--- src/verilog/rv_decode_params.svh ---
`ifndef RV_DECODE_PARAMS_SVH
`define RV_DECODE_PARAMS_SVH

// instruction and immediate width
`define RV_XLEN             32
// program counter width
`define RV_IADDR_BITS       32
`define RV_REG_IDX_BITS     5

// major opcode, bits [6:2] of the word
`define RV_OPC_LD           5'b00000
`define RV_OPC_STR          5'b01000
`define RV_OPC_ARI          5'b00100
`define RV_OPC_ARR          5'b01100
`define RV_OPC_LUI          5'b01101
`define RV_OPC_AUI          5'b00101
`define RV_OPC_B            5'b11000
`define RV_OPC_JAL          5'b11011
`define RV_OPC_JALR         5'b11001
`define RV_OPC_SYS          5'b11100

// bits [1:0] of a full 32-bit encoding
`define RV_OPC_FULL         2'b11

// funct7 forms
`define RV_F7_BASE          7'b0000000
`define RV_F7_ALT           7'b0100000

// funct12 of the system instructions we accept
`define RV_F12_ECALL        12'h000
`define RV_F12_EBREAK       12'h001

`endif

--- src/verilog/rv_decode_pkg.sv ---
`include "rv_decode_params.svh"

package rv_decode_pkg;

    typedef logic [`RV_XLEN-1:0]         instr_t;
    typedef logic [`RV_IADDR_BITS-1:0]   xaddr_t;
    typedef logic [`RV_XLEN-1:0]         xdata_t;
    typedef logic [`RV_REG_IDX_BITS-1:0] reg_idx_t;
    typedef logic [2:0]                  funct3_t;

    // one group flag per major opcode, plus the raw bits the ALU decode needs
    typedef struct packed {
        logic    load;
        logic    store;
        logic    op_imm;
        logic    op_reg;
        logic    branch;
        logic    jal;
        logic    jalr;
        logic    lui;
        logic    auipc;
        logic    system;
        logic    alt;
        funct3_t funct3;
        logic    full;
    } inst_class_t;

    typedef struct packed {
        reg_idx_t rd;
        reg_idx_t rs1;
        reg_idx_t rs2;
    } reg_fields_t;

    typedef struct packed {
        logic r;
        logic pc;
        logic zero;
    } op1_src_t;

    typedef struct packed {
        logic r;
        logic i;
        logic j;
    } op2_src_t;

    typedef struct packed {
        logic alu;
        logic memory;
        logic pc_next;
    } res_src_t;

    // alu result group
    typedef struct packed {
        logic cmp;
        logic bits;
        logic shift;
        logic arith;
    } alu_res_t;

    typedef struct packed {
        logic cmp_eq;
        logic cmp_lts;
        logic cmp_ltu;
        logic cmp_inversed;
        logic bits_and;
        logic bits_or;
        logic bits_xor;
        logic arith_shl;
        logic arith_shr;
        logic arith_sub;
        logic arith_add;
        logic shift_arithmetical;
    } alu_ctrl_t;

    typedef struct packed {
        op1_src_t  op1_src;
        op2_src_t  op2_src;
        res_src_t  res_src;
        alu_res_t  alu_res;
        alu_ctrl_t alu_ctrl;
        logic      reg_write;
        logic      inst_store;
        logic      inst_branch;
        logic      inst_jal;
        logic      inst_jalr;
    } exec_ctrl_t;

    // contents of the decode pipeline register
    typedef struct packed {
        instr_t instr;
        xaddr_t pc;
        logic   branch_pred;
        logic   is_compressed;
    } stage_t;

endpackage
--- src/verilog/decode_latch.sv ---
`timescale 1ns/1ps

`include "rv_decode_params.svh"

module decode_latch
(
    input  logic                  i_clk,
    input  logic                  i_rst_n,
    input  logic                  i_stall,
    input  logic                  i_flush,
    input  rv_decode_pkg::stage_t i_stage,
    output rv_decode_pkg::stage_t o_stage,
    output rv_decode_pkg::xaddr_t o_pc_next
);

    rv_decode_pkg::stage_t stage_q;
    rv_decode_pkg::xaddr_t pc_step;

    // reset and flush win over stall
    always_ff @(posedge i_clk)
    begin
        if (!i_rst_n || i_flush)
        begin
            stage_q <= '0;
        end
        else if (!i_stall)
        begin
            stage_q <= i_stage;
        end
    end

    assign o_stage = stage_q;

    // step is 2 for a compressed word, 4 otherwise
    assign pc_step = {
        {(`RV_IADDR_BITS-3){1'b0}},
        !stage_q.is_compressed,
        stage_q.is_compressed,
        1'b0
    };

    // sequential fetch address, used as the link value of jal/jalr
    assign o_pc_next = stage_q.pc + pc_step;

endmodule

--- src/verilog/exec_ctrl_gen.sv ---
`timescale 1ns/1ps

module exec_ctrl_gen
(
    input  rv_decode_pkg::inst_class_t i_class,
    output rv_decode_pkg::exec_ctrl_t  o_ctrl,
    output rv_decode_pkg::funct3_t     o_funct3
);

    logic alu_op;
    logic f3_add;
    logic f3_sll;
    logic f3_slt;
    logic f3_sltu;
    logic f3_xor;
    logic f3_sr;
    logic f3_or;
    logic f3_and;
    logic is_sub;
    logic is_add;

    // immediate and register arithmetic share the funct3 map
    assign alu_op  = i_class.op_imm | i_class.op_reg;
    assign f3_add  = (i_class.funct3 == 3'b000);
    assign f3_sll  = (i_class.funct3 == 3'b001);
    assign f3_slt  = (i_class.funct3 == 3'b010);
    assign f3_sltu = (i_class.funct3 == 3'b011);
    assign f3_xor  = (i_class.funct3 == 3'b100);
    assign f3_sr   = (i_class.funct3 == 3'b101);
    assign f3_or   = (i_class.funct3 == 3'b110);
    assign f3_and  = (i_class.funct3 == 3'b111);

    // addi has no sub form, its upper bits are immediate
    assign is_sub = i_class.op_reg & f3_add & i_class.alt;
    assign is_add = (alu_op & f3_add & !is_sub) | i_class.load | i_class.store;

    assign o_ctrl.op1_src.pc   = i_class.auipc | i_class.jal;
    assign o_ctrl.op1_src.zero = i_class.lui;
    assign o_ctrl.op1_src.r    = !(i_class.auipc | i_class.jal | i_class.lui);

    assign o_ctrl.op2_src.j = i_class.jal;
    assign o_ctrl.op2_src.i = i_class.jalr | i_class.load | i_class.op_imm
                            | i_class.lui | i_class.auipc | i_class.store;
    assign o_ctrl.op2_src.r = !(o_ctrl.op2_src.j | o_ctrl.op2_src.i);

    assign o_ctrl.res_src.memory  = i_class.load;
    assign o_ctrl.res_src.pc_next = i_class.jal | i_class.jalr;
    assign o_ctrl.res_src.alu     = !(i_class.load | i_class.jal | i_class.jalr);

    assign o_ctrl.alu_res.cmp   = i_class.branch | (alu_op & (f3_slt | f3_sltu));
    assign o_ctrl.alu_res.bits  = alu_op & (f3_xor | f3_or | f3_and);
    assign o_ctrl.alu_res.shift = alu_op & (f3_sll | f3_sr);
    assign o_ctrl.alu_res.arith = is_add | is_sub;

    // beq/bne, blt/bge, bltu/bgeu pair up on funct3[2:1]
    assign o_ctrl.alu_ctrl.cmp_eq       = i_class.branch & (i_class.funct3[2:1] == 2'b00);
    assign o_ctrl.alu_ctrl.cmp_lts      = (alu_op & f3_slt)
                                        | (i_class.branch & (i_class.funct3[2:1] == 2'b10));
    assign o_ctrl.alu_ctrl.cmp_ltu      = (alu_op & f3_sltu)
                                        | (i_class.branch & (i_class.funct3[2:1] == 2'b11));
    // odd funct3 branches take the negated compare
    assign o_ctrl.alu_ctrl.cmp_inversed = i_class.branch & i_class.funct3[0];
    assign o_ctrl.alu_ctrl.bits_and     = alu_op & f3_and;
    assign o_ctrl.alu_ctrl.bits_or      = alu_op & f3_or;
    assign o_ctrl.alu_ctrl.bits_xor     = alu_op & f3_xor;
    assign o_ctrl.alu_ctrl.arith_shl    = alu_op & f3_sll;
    assign o_ctrl.alu_ctrl.arith_shr    = alu_op & f3_sr;
    assign o_ctrl.alu_ctrl.arith_sub    = is_sub;
    assign o_ctrl.alu_ctrl.arith_add    = is_add;
    assign o_ctrl.alu_ctrl.shift_arithmetical = alu_op & f3_sr & i_class.alt;

    // system instructions never write the register file
    assign o_ctrl.reg_write = i_class.load | i_class.op_imm | i_class.op_reg
                            | i_class.lui | i_class.auipc | i_class.jal | i_class.jalr;

    assign o_ctrl.inst_store  = i_class.store;
    assign o_ctrl.inst_branch = i_class.branch;
    assign o_ctrl.inst_jal    = i_class.jal;
    assign o_ctrl.inst_jalr   = i_class.jalr;

    // word width for the memory unit when not a full encoding
    assign o_funct3 = i_class.full ? i_class.funct3 : 3'b010;

endmodule

--- src/verilog/imm_gen.sv ---
`timescale 1ns/1ps

module imm_gen
(
    input  rv_decode_pkg::instr_t      i_instr,
    input  rv_decode_pkg::inst_class_t i_class,
    output rv_decode_pkg::xdata_t      o_imm_i,
    output rv_decode_pkg::xdata_t      o_imm_j
);

    rv_decode_pkg::xdata_t imm_i;
    rv_decode_pkg::xdata_t imm_s;
    rv_decode_pkg::xdata_t imm_u;
    rv_decode_pkg::xdata_t imm_b;
    rv_decode_pkg::xdata_t imm_j;

    assign imm_i = {{21{i_instr[31]}}, i_instr[30:20]};
    assign imm_s = {{21{i_instr[31]}}, i_instr[30:25], i_instr[11:7]};
    assign imm_u = {i_instr[31:12], 12'b0};

    // branch and jump offsets are half-word aligned
    assign imm_b = {
        {20{i_instr[31]}}, i_instr[7], i_instr[30:25], i_instr[11:8], 1'b0
    };
    assign imm_j = {
        {12{i_instr[31]}}, i_instr[19:12], i_instr[20], i_instr[30:21], 1'b0
    };

    // operand-2 immediate
    assign o_imm_i = (i_class.lui | i_class.auipc) ? imm_u :
                     i_class.store                 ? imm_s :
                                                     imm_i;

    // target offset for the branch unit
    assign o_imm_j = i_class.jal ? imm_j : imm_b;

endmodule

--- src/verilog/instr_classifier.sv ---
`timescale 1ns/1ps

`include "rv_decode_params.svh"

module instr_classifier
(
    input  rv_decode_pkg::instr_t      i_instr,
    output rv_decode_pkg::inst_class_t o_class,
    output rv_decode_pkg::reg_fields_t o_regs,
    output logic                       o_supported
);

    logic [4:0]             opc;
    logic                   full;
    rv_decode_pkg::funct3_t funct3;
    logic [6:0]             funct7;
    logic [11:0]            funct12;
    logic                   f7_base;
    logic                   f7_alt;
    logic                   word_zero;

    logic                   load_ok;
    logic                   store_ok;
    logic                   op_imm_ok;
    logic                   op_reg_ok;
    logic                   branch_ok;
    logic                   jalr_ok;
    logic                   system_ok;

    assign opc     = i_instr[6:2];
    assign full    = (i_instr[1:0] == `RV_OPC_FULL);
    assign funct3  = i_instr[14:12];
    assign funct7  = i_instr[31:25];
    assign funct12 = i_instr[31:20];
    assign f7_base = (funct7 == `RV_F7_BASE);
    assign f7_alt  = (funct7 == `RV_F7_ALT);

    // all-zero word counts as a legal bubble
    assign word_zero = (i_instr == '0);

    // instruction groups
    assign o_class.load   = full & (opc == `RV_OPC_LD);
    assign o_class.store  = full & (opc == `RV_OPC_STR);
    assign o_class.op_imm = full & (opc == `RV_OPC_ARI);
    assign o_class.op_reg = full & (opc == `RV_OPC_ARR);
    assign o_class.branch = full & (opc == `RV_OPC_B);
    assign o_class.jal    = full & (opc == `RV_OPC_JAL);
    assign o_class.jalr   = full & (opc == `RV_OPC_JALR);
    assign o_class.lui    = full & (opc == `RV_OPC_LUI);
    assign o_class.auipc  = full & (opc == `RV_OPC_AUI);
    assign o_class.system = full & (opc == `RV_OPC_SYS);
    assign o_class.alt    = f7_alt;
    assign o_class.funct3 = funct3;
    assign o_class.full   = full;

    // lb, lh, lw, lbu, lhu
    always_comb
    begin
        case (funct3)
            3'b000, 3'b001, 3'b010, 3'b100, 3'b101: load_ok = 1'b1;
            default:                                load_ok = 1'b0;
        endcase
    end

    // sb, sh, sw
    assign store_ok = !funct3[2] & (funct3[1:0] != 2'b11);

    // shift amounts only allow the base form, srai also the alternate
    always_comb
    begin
        case (funct3)
            3'b001:  op_imm_ok = f7_base;
            3'b101:  op_imm_ok = f7_base | f7_alt;
            default: op_imm_ok = 1'b1;
        endcase
    end

    // alternate funct7 only for sub and sra
    always_comb
    begin
        case (funct3)
            3'b000, 3'b101: op_reg_ok = f7_base | f7_alt;
            default:        op_reg_ok = f7_base;
        endcase
    end

    // funct3 010 and 011 are holes in the branch space
    assign branch_ok = (funct3[2:1] != 2'b01);
    assign jalr_ok   = (funct3 == 3'b000);

    // ecall and ebreak only; csr and mret words fall out here
    assign system_ok = (funct3 == 3'b000)
                     & ((funct12 == `RV_F12_ECALL) | (funct12 == `RV_F12_EBREAK));

    assign o_supported = word_zero
                       | (o_class.load   & load_ok)
                       | (o_class.store  & store_ok)
                       | (o_class.op_imm & op_imm_ok)
                       | (o_class.op_reg & op_reg_ok)
                       | (o_class.branch & branch_ok)
                       | (o_class.jalr   & jalr_ok)
                       | (o_class.system & system_ok)
                       | o_class.jal
                       | o_class.lui
                       | o_class.auipc;

    assign o_regs.rd  = i_instr[11:7];
    // lui adds its immediate to x0
    assign o_regs.rs1 = o_class.lui ? '0 : i_instr[19:15];
    assign o_regs.rs2 = i_instr[24:20];

endmodule

--- src/verilog/rv_decode.sv ---
`timescale 1ns/1ps

module rv_decode
(
    input  logic                       i_clk,
    input  logic                       i_rst_n,
    input  logic                       i_stall,
    input  logic                       i_flush,
    input  rv_decode_pkg::instr_t      i_instruction,
    input  rv_decode_pkg::xaddr_t      i_pc,
    input  logic                       i_branch_pred,
    input  logic                       i_is_compressed,
    output rv_decode_pkg::xaddr_t      o_pc,
    output rv_decode_pkg::xaddr_t      o_pc_next,
    output logic                       o_branch_pred,
    output rv_decode_pkg::reg_idx_t    o_rs1,
    output rv_decode_pkg::reg_idx_t    o_rs2,
    output rv_decode_pkg::reg_idx_t    o_rd,
    output rv_decode_pkg::xdata_t      o_imm_i,
    output rv_decode_pkg::xdata_t      o_imm_j,
    output rv_decode_pkg::funct3_t     o_funct3,
    output rv_decode_pkg::exec_ctrl_t  o_ctrl,
    output logic                       o_supported
);

    rv_decode_pkg::stage_t      stage_in;
    rv_decode_pkg::stage_t      stage;
    rv_decode_pkg::inst_class_t inst_class;
    rv_decode_pkg::reg_fields_t regs;

    assign stage_in.instr         = i_instruction;
    assign stage_in.pc            = i_pc;
    assign stage_in.branch_pred   = i_branch_pred;
    assign stage_in.is_compressed = i_is_compressed;

    decode_latch u_latch (
        .i_clk     (i_clk),
        .i_rst_n   (i_rst_n),
        .i_stall   (i_stall),
        .i_flush   (i_flush),
        .i_stage   (stage_in),
        .o_stage   (stage),
        .o_pc_next (o_pc_next)
    );

    instr_classifier u_classifier (
        .i_instr     (stage.instr),
        .o_class     (inst_class),
        .o_regs      (regs),
        .o_supported (o_supported)
    );

    imm_gen u_imm (
        .i_instr (stage.instr),
        .i_class (inst_class),
        .o_imm_i (o_imm_i),
        .o_imm_j (o_imm_j)
    );

    exec_ctrl_gen u_exec (
        .i_class  (inst_class),
        .o_ctrl   (o_ctrl),
        .o_funct3 (o_funct3)
    );

    assign o_pc          = stage.pc;
    assign o_branch_pred = stage.branch_pred;
    assign o_rs1         = regs.rs1;
    assign o_rs2         = regs.rs2;
    assign o_rd          = regs.rd;

endmodule

--- config.mk ---
export PLATFORM = sky130hd
export DESIGN_NAME = rv_decode
export DESIGN_NICKNAME = d
export VERILOG_FILES = /design/src/verilog/rv_decode_pkg.sv /design/src/verilog/decode_latch.sv /design/src/verilog/exec_ctrl_gen.sv /design/src/verilog/imm_gen.sv /design/src/verilog/instr_classifier.sv /design/src/verilog/rv_decode.sv
export VERILOG_INCLUDE_DIRS = /design/src /design/src/verilog
export SDC_FILE = /design/constraint.sdc
export NUM_CORES = 1
export LEC_CHECK = 0
export ABC_AREA = 1
export BUFFER_PORTS_ARGS = -buffer_cell sky130_fd_sc_hd__buf_2
export CORE_ASPECT_RATIO = 0.6
export CORE_UTILIZATION = 40
export CTS_CLUSTER_DIAMETER = 50
export DETAILED_ROUTE_END_ITERATION = 16
export PLACE_DENSITY_LB_ADDON = 0.1
export SETUP_SLACK_MARGIN = 0.02
export SLEW_MARGIN = 25
export SYNTH_ARGS = -nofsm -noshare
export SYNTH_HDL_FRONTEND = slang
export SYNTH_SLANG_ARGS = --single-unit
--- constraint.sdc ---
create_clock -name i_clk -period 1.47 [get_ports i_clk]
set_input_delay 0.2205 -clock i_clk [delete_from_list [all_inputs] [get_ports i_clk]]
set_output_delay 0.2205 -clock i_clk [all_outputs]
set_load 0.02 [all_outputs]
# Word level (Yosys, flattened, before mapping)
# Index checks and enable logic that the tools add are counted.
# totals
register_bits	66
latch_bits	0
mem_bits_rw	0
rom_bits	0
in_bits	70
out_inout_bits	178
wordCells	131
memories	0
# op_classes
addsub	1
multipliers	0
n_div	0
n_lt_le_gt_ge	0
n_eq_ne	23
shift	0
mux	8
bitwise	79
reduce_logical	16
# op_table
op	n
$or 1x1->1	41
$and 1x1->1	38
$add 32x3->32	1
$logic_not 32->1	1
$mux 31	1
$eq 5x5->1 const B	4
$mux 20	1
$eq 5x4->1 const B	3
$eq 12x1->1 const B	1
$eq 3x3->1 const B	4
$logic_not 12->1	1
$eq 5x3->1 const B	2
$mux 5	2
$eq 7x6->1 const B	1
$logic_not 1->1	7
$logic_not 7->1	1
$eq 2x2->1 const B	3
$eq 3x2->1 const B	2
$logic_not 5->1	1
$reduce_or 5->1	1
$eq 3x1->1 const B	1
$logic_not 3->1	1
$mux 3	1
$logic_not 2->1	1
6 further kinds	7

# Logic depth before layout (Yosys ltp)
# logic_depth
ltp_word	14
mapped_depth	10

# Modules after synthesis
# From an unflattened synthesis, not the netlist that was laid out.
# unflattened
cells_unflattened	811
area_unflattened_um2	4773.3
# by_module_without_submodules
module	instances	cells_each	area_each_um2	seq_area_each_um2
decode_latch	1	473	3164.3	1321.3
imm_gen	1	138	646.9	0.0
instr_classifier	1	131	608.1	0.0
exec_ctrl_gen	1	69	354.1	0.0

# Worst setup path after synthesis
# Ideal clock, no wire load.
# synth_path
kind	reg2out
from	reg u_latch.stage_q (netlist bit u_latch.o_stage[3])
to	out o_pc_next[23]
t_arrival_ns	1.660
t_required_ns	1.250
slack_ns	-0.410
stages_incl_launch_ff	8
n_path_buf	0
cell_sequence	dfxtp_1 ha_1 fa_1 nand3_2 nor2_2 inv_2 nor3_2 xor2_1
# synth_via
elab_chain_cells	1
# synth_rtl
item	line	source
start: declaration	decode_latch.sv:16	rv_decode_pkg::stage_t stage_q;
start signal: assignment	decode_latch.sv:28	stage_q <= i_stage;
$add 32x3->32	decode_latch.sv:43	assign o_pc_next = stage_q.pc + pc_step;
end: declaration	rv_decode.sv:14	output rv_decode_pkg::xaddr_t o_pc_next,
# Every way passes these cells.

# Worst setup path after layout
# layout_path
from	reg u_latch.stage_q (netlist bit u_latch.o_stage[0])
to	out o_pc_next[27]
# layout_via
elab_chain_cells	2
# layout_rtl
item	line	source
$logic_not 1->1	decode_latch.sv:37	!stage_q.is_compressed,
$add 32x3->32 *	decode_latch.sv:43	
# Every way passes the cells marked *; elsewhere a longest branch is shown, timed or not.

==> qor.yml <==
antenna_found_initial: 2
critical_path_arrival_ps: 2110
period_needed_ps: 2330
area_growth_pct: 112
cts_buffers: 9
hold_violations: 0
worst-path-max-fanout: 3
combPwrFrac: 0.259
crit_slowest_cell: "fa_2"
cts_root_buffer: "clkbuf_16"
synth.cell_area_sq_mm: 0.00455
io_buffer_count: 246
rsz0062_at_grt: "yes"
drc: 0
dp_hpwl_um: 13400
worst_slack_ps: -860
avgSynthCellArea_sq_um: 6.52
setup_viol: 112
ys_warn_count: 0
final_nets: 1112
syn_inst: 698
htree_levels: 3
failed_checks: "negative setup slack"
clock_skew_ps: 0
p_int_w: 0.00376
routed_wl_um: 27200
largest_reg_flops: 66
dieArea_sq_mm: 0.0118
crit_chain: "ha_4 > fa_2 > buf_4 > buf_6 > inv_4 > buf_4 > nor2_4 > nand2_1 > nand2_1 > nand2_2 > buf_6"
drive_gt1_frac: 0.645
dieHeight_um: 84.7
final_cell_area_sq_mm: 0.00965
start_kind: "flip-flop"
clk_pin_slew_ps: 60
cts_sinks: 66
core_region_area_sq_mm: 0.0108
grt_pass1_vias: 6367
status: "finished with violations"
sw_frac_of_total: 0.329
synth_nets: 771
switchingPower_w: 0.00184
cp.required_ps: 1250
ys_types: 34
maxClockFrequency_mhz: 429
initial_core_util: 0.421
drv_cap: 0
die_x_um: 140
vias_per_cell: 5.88
via_count: 6968
drv_slew: 0
cts_tree: "built"
io_pins: 248
worst_hold_path_type: "primary input to flip-flop"
cp-end-kind: "output port"
critical_path.max_stage_delay_ps: 400
drt_pass1_iterations: 8
p_clk_frac: 0.396
tns_ps: -66260
post_drt_wl_per_cell_um: 22.9
rows: 29
grt_overflow: 0
track_usage: 0.364
crit_type: "flip-flop to output port"
pwr-share-seq: 0.345
ant_nets: 0
leakage_nw: 4.51
grt_pass1_wl_um: 33400
globalplace.congestion: 0.927
timing.final.crit_share: 1.59
drt_iter0_drc: 768
placed_cell_area_sq_mm: 0.00690
grt_max_degree: 68
seq_area_frac_synth: 0.290
clock_latency_ps: 340
ys_ff_latch: 66
clock_path_buffers: 2
peakVddDrop_mv: 0.668
p_per_area_mw_per_mm2: 581
## layer usage
metal | wire length (um) | track usage
met2 | 12200 | 0.612
met5 | 0 | 0
met3 | 3070 | 0.0981
met1 | 9620 | 0.438
met4 | 2230 | 0.163
## metrics by stage
stage	power (W)	util	std cells	hold WS, ps	setup slack [ps]
floorplan	0.00262	-	698	357	-249
global placement	0.00302	0.638	1121	464	-345
detailed placement	0.00304	0.638	1121	470	-414
CTS	0.00537	0.824	1174	124	-742
global route	0.00572	0.892	1185	144	-915
finish	0.00560	0.892	1185	123	-860
## timing repair
action | CTS | global route
cloned | 7 | 0
gates resized for setup | 386 | 194
pin swaps | 52 | 61
setup endpoints to repair | 113 | 113
setup buffers | 39 | 32
hold buffers | 0 | 0
## cell families (layout without fill, tap and decap cells)
logic type	after synthesis	in the layout	share of synthesized area
AOI/OAI and AO/OA	118	118	0.151
xor gates and xnor gates	22	22	0.0423
adders and majority gates	3	3	0.00989
buffers and inverters	172	517	0.205
DFF	66	66	0.290
other	1	4	0.000823
and+or+nand+nor	316	316	0.301
## power groups by stage
stage	combinational (W)	sequential, W	clock, W
2_1_floorplan	0.000652	0.00197	0
3_3_place_gp	0.00107	0.00196	0
3_5_place_dp	0.00108	0.00196	0
4_1_cts	0.00126	0.00193	0.00218
5_1_grt	0.00151	0.00193	0.00228
6_report	0.00145	0.00193	0.00222
## synthesized netlist by cell type
master | instances | area [sq um]
o22ai_1 | 1 | 6.26
a211oi_1 | 37 | 278
nor4_4 | 1 | 21.3
nand3b_1 | 4 | 30.0
xor2_1 | 17 | 149
inv_2 | 6 | 22.5
nor4_1 | 2 | 12.5
fa_1 | 1 | 20.0
clkbuf_1 | 18 | 67.6
nand2_2 | 4 | 25.0
buf_4 | 73 | 548
xnor2_1 | 5 | 43.8
ha_1 | 2 | 25.0
o21ai_0 | 40 | 200
dfxtp_1 | 66 | 1320
nand2_1 | 146 | 548
clkinv_1 | 1 | 3.75
a21oi_1 | 36 | 180
conb_1 | 1 | 3.75
nand4_1 | 11 | 68.8
inv_1 | 61 | 229
nand4_2 | 1 | 12.5
nor3_1 | 19 | 95.1
o31ai_1 | 1 | 7.51
buf_2 | 12 | 60.1
nand3_4 | 1 | 17.5
nand3_1 | 17 | 85.1
nand3_2 | 2 | 20.0
nor2_2 | 6 | 37.5
nor2_1 | 100 | 375
nor2_4 | 1 | 11.3
buf_1 | 1 | 3.75
o21ai_1 | 3 | 15.0
nor3_2 | 1 | 10.0
## layout by cell type, fill, tap and decap left out, types with 4 or more instances in the layout
| cell | count |
|---|---|
| inv_2 | 14 |
| dfxtp_2 | 7 |
| inv_1 | 41 |
| buf_2 | 131 |
| nand3_4 | 12 |
| nor2_4 | 33 |
| buf_8 | 7 |
| o21ai_4 | 31 |
| o21ai_2 | 11 |
| nor2_1 | 70 |
| nor3_1 | 8 |
| nor3_4 | 9 |
| buf_4 | 132 |
| nand4_1 | 11 |
| clkbuf_16 | 9 |
| nand2_4 | 15 |
| a21oi_1 | 29 |
| nand2_8 | 5 |
| nand3b_1 | 4 |
| inv_4 | 10 |
| xor2_2 | 10 |
| nor2_2 | 4 |
| dfxtp_4 | 8 |
| a21oi_2 | 7 |
| nand3_1 | 6 |
| dfxtp_1 | 51 |
| buf_12 | 15 |
| nand2_2 | 23 |
| nand2_1 | 107 |
| a211oi_1 | 37 |
| xor2_1 | 4 |
| buf_6 | 147 |
## final timing paths
kind / slack (ps) / from / depth (start not counted) / endpoint
worst max-delay path: -860 / u_latch.o_stage[0] / 11 / o_pc_next[27]
worst min-delay path: 120 / i_pc[11] / 3 / u_latch.o_stage[13]
worst min register to register: 490 / u_latch.o_stage[2] / 2 / u_latch.o_stage[2]
worst max register to register: 350 / u_latch.o_stage[48] / 3 / u_latch.o_stage[48]
## critical path, delay by kind of cell, from the launching register on
family / cells / cell delay [ps]
fa+ha+maj: 2 / 570
buf+inv: 5 / 550
flops: 1 / 370
simple gates: 4 / 290
## cell type report
cell class | count | area (sq um)
Clock inverter | 6 | 67.6
Fill cell | 492 | 1170
Inverter | 68 | 313
Antenna cell | 3 | 7.51
Tap cell | 139 | 174
Multi-Input combinational cell | 460 | 3740
Clock buffer | 9 | 225
Sequential cell | 66 | 1360
Timing Repair Buffer | 434 | 3760
(Power assumes the default switching activity.)
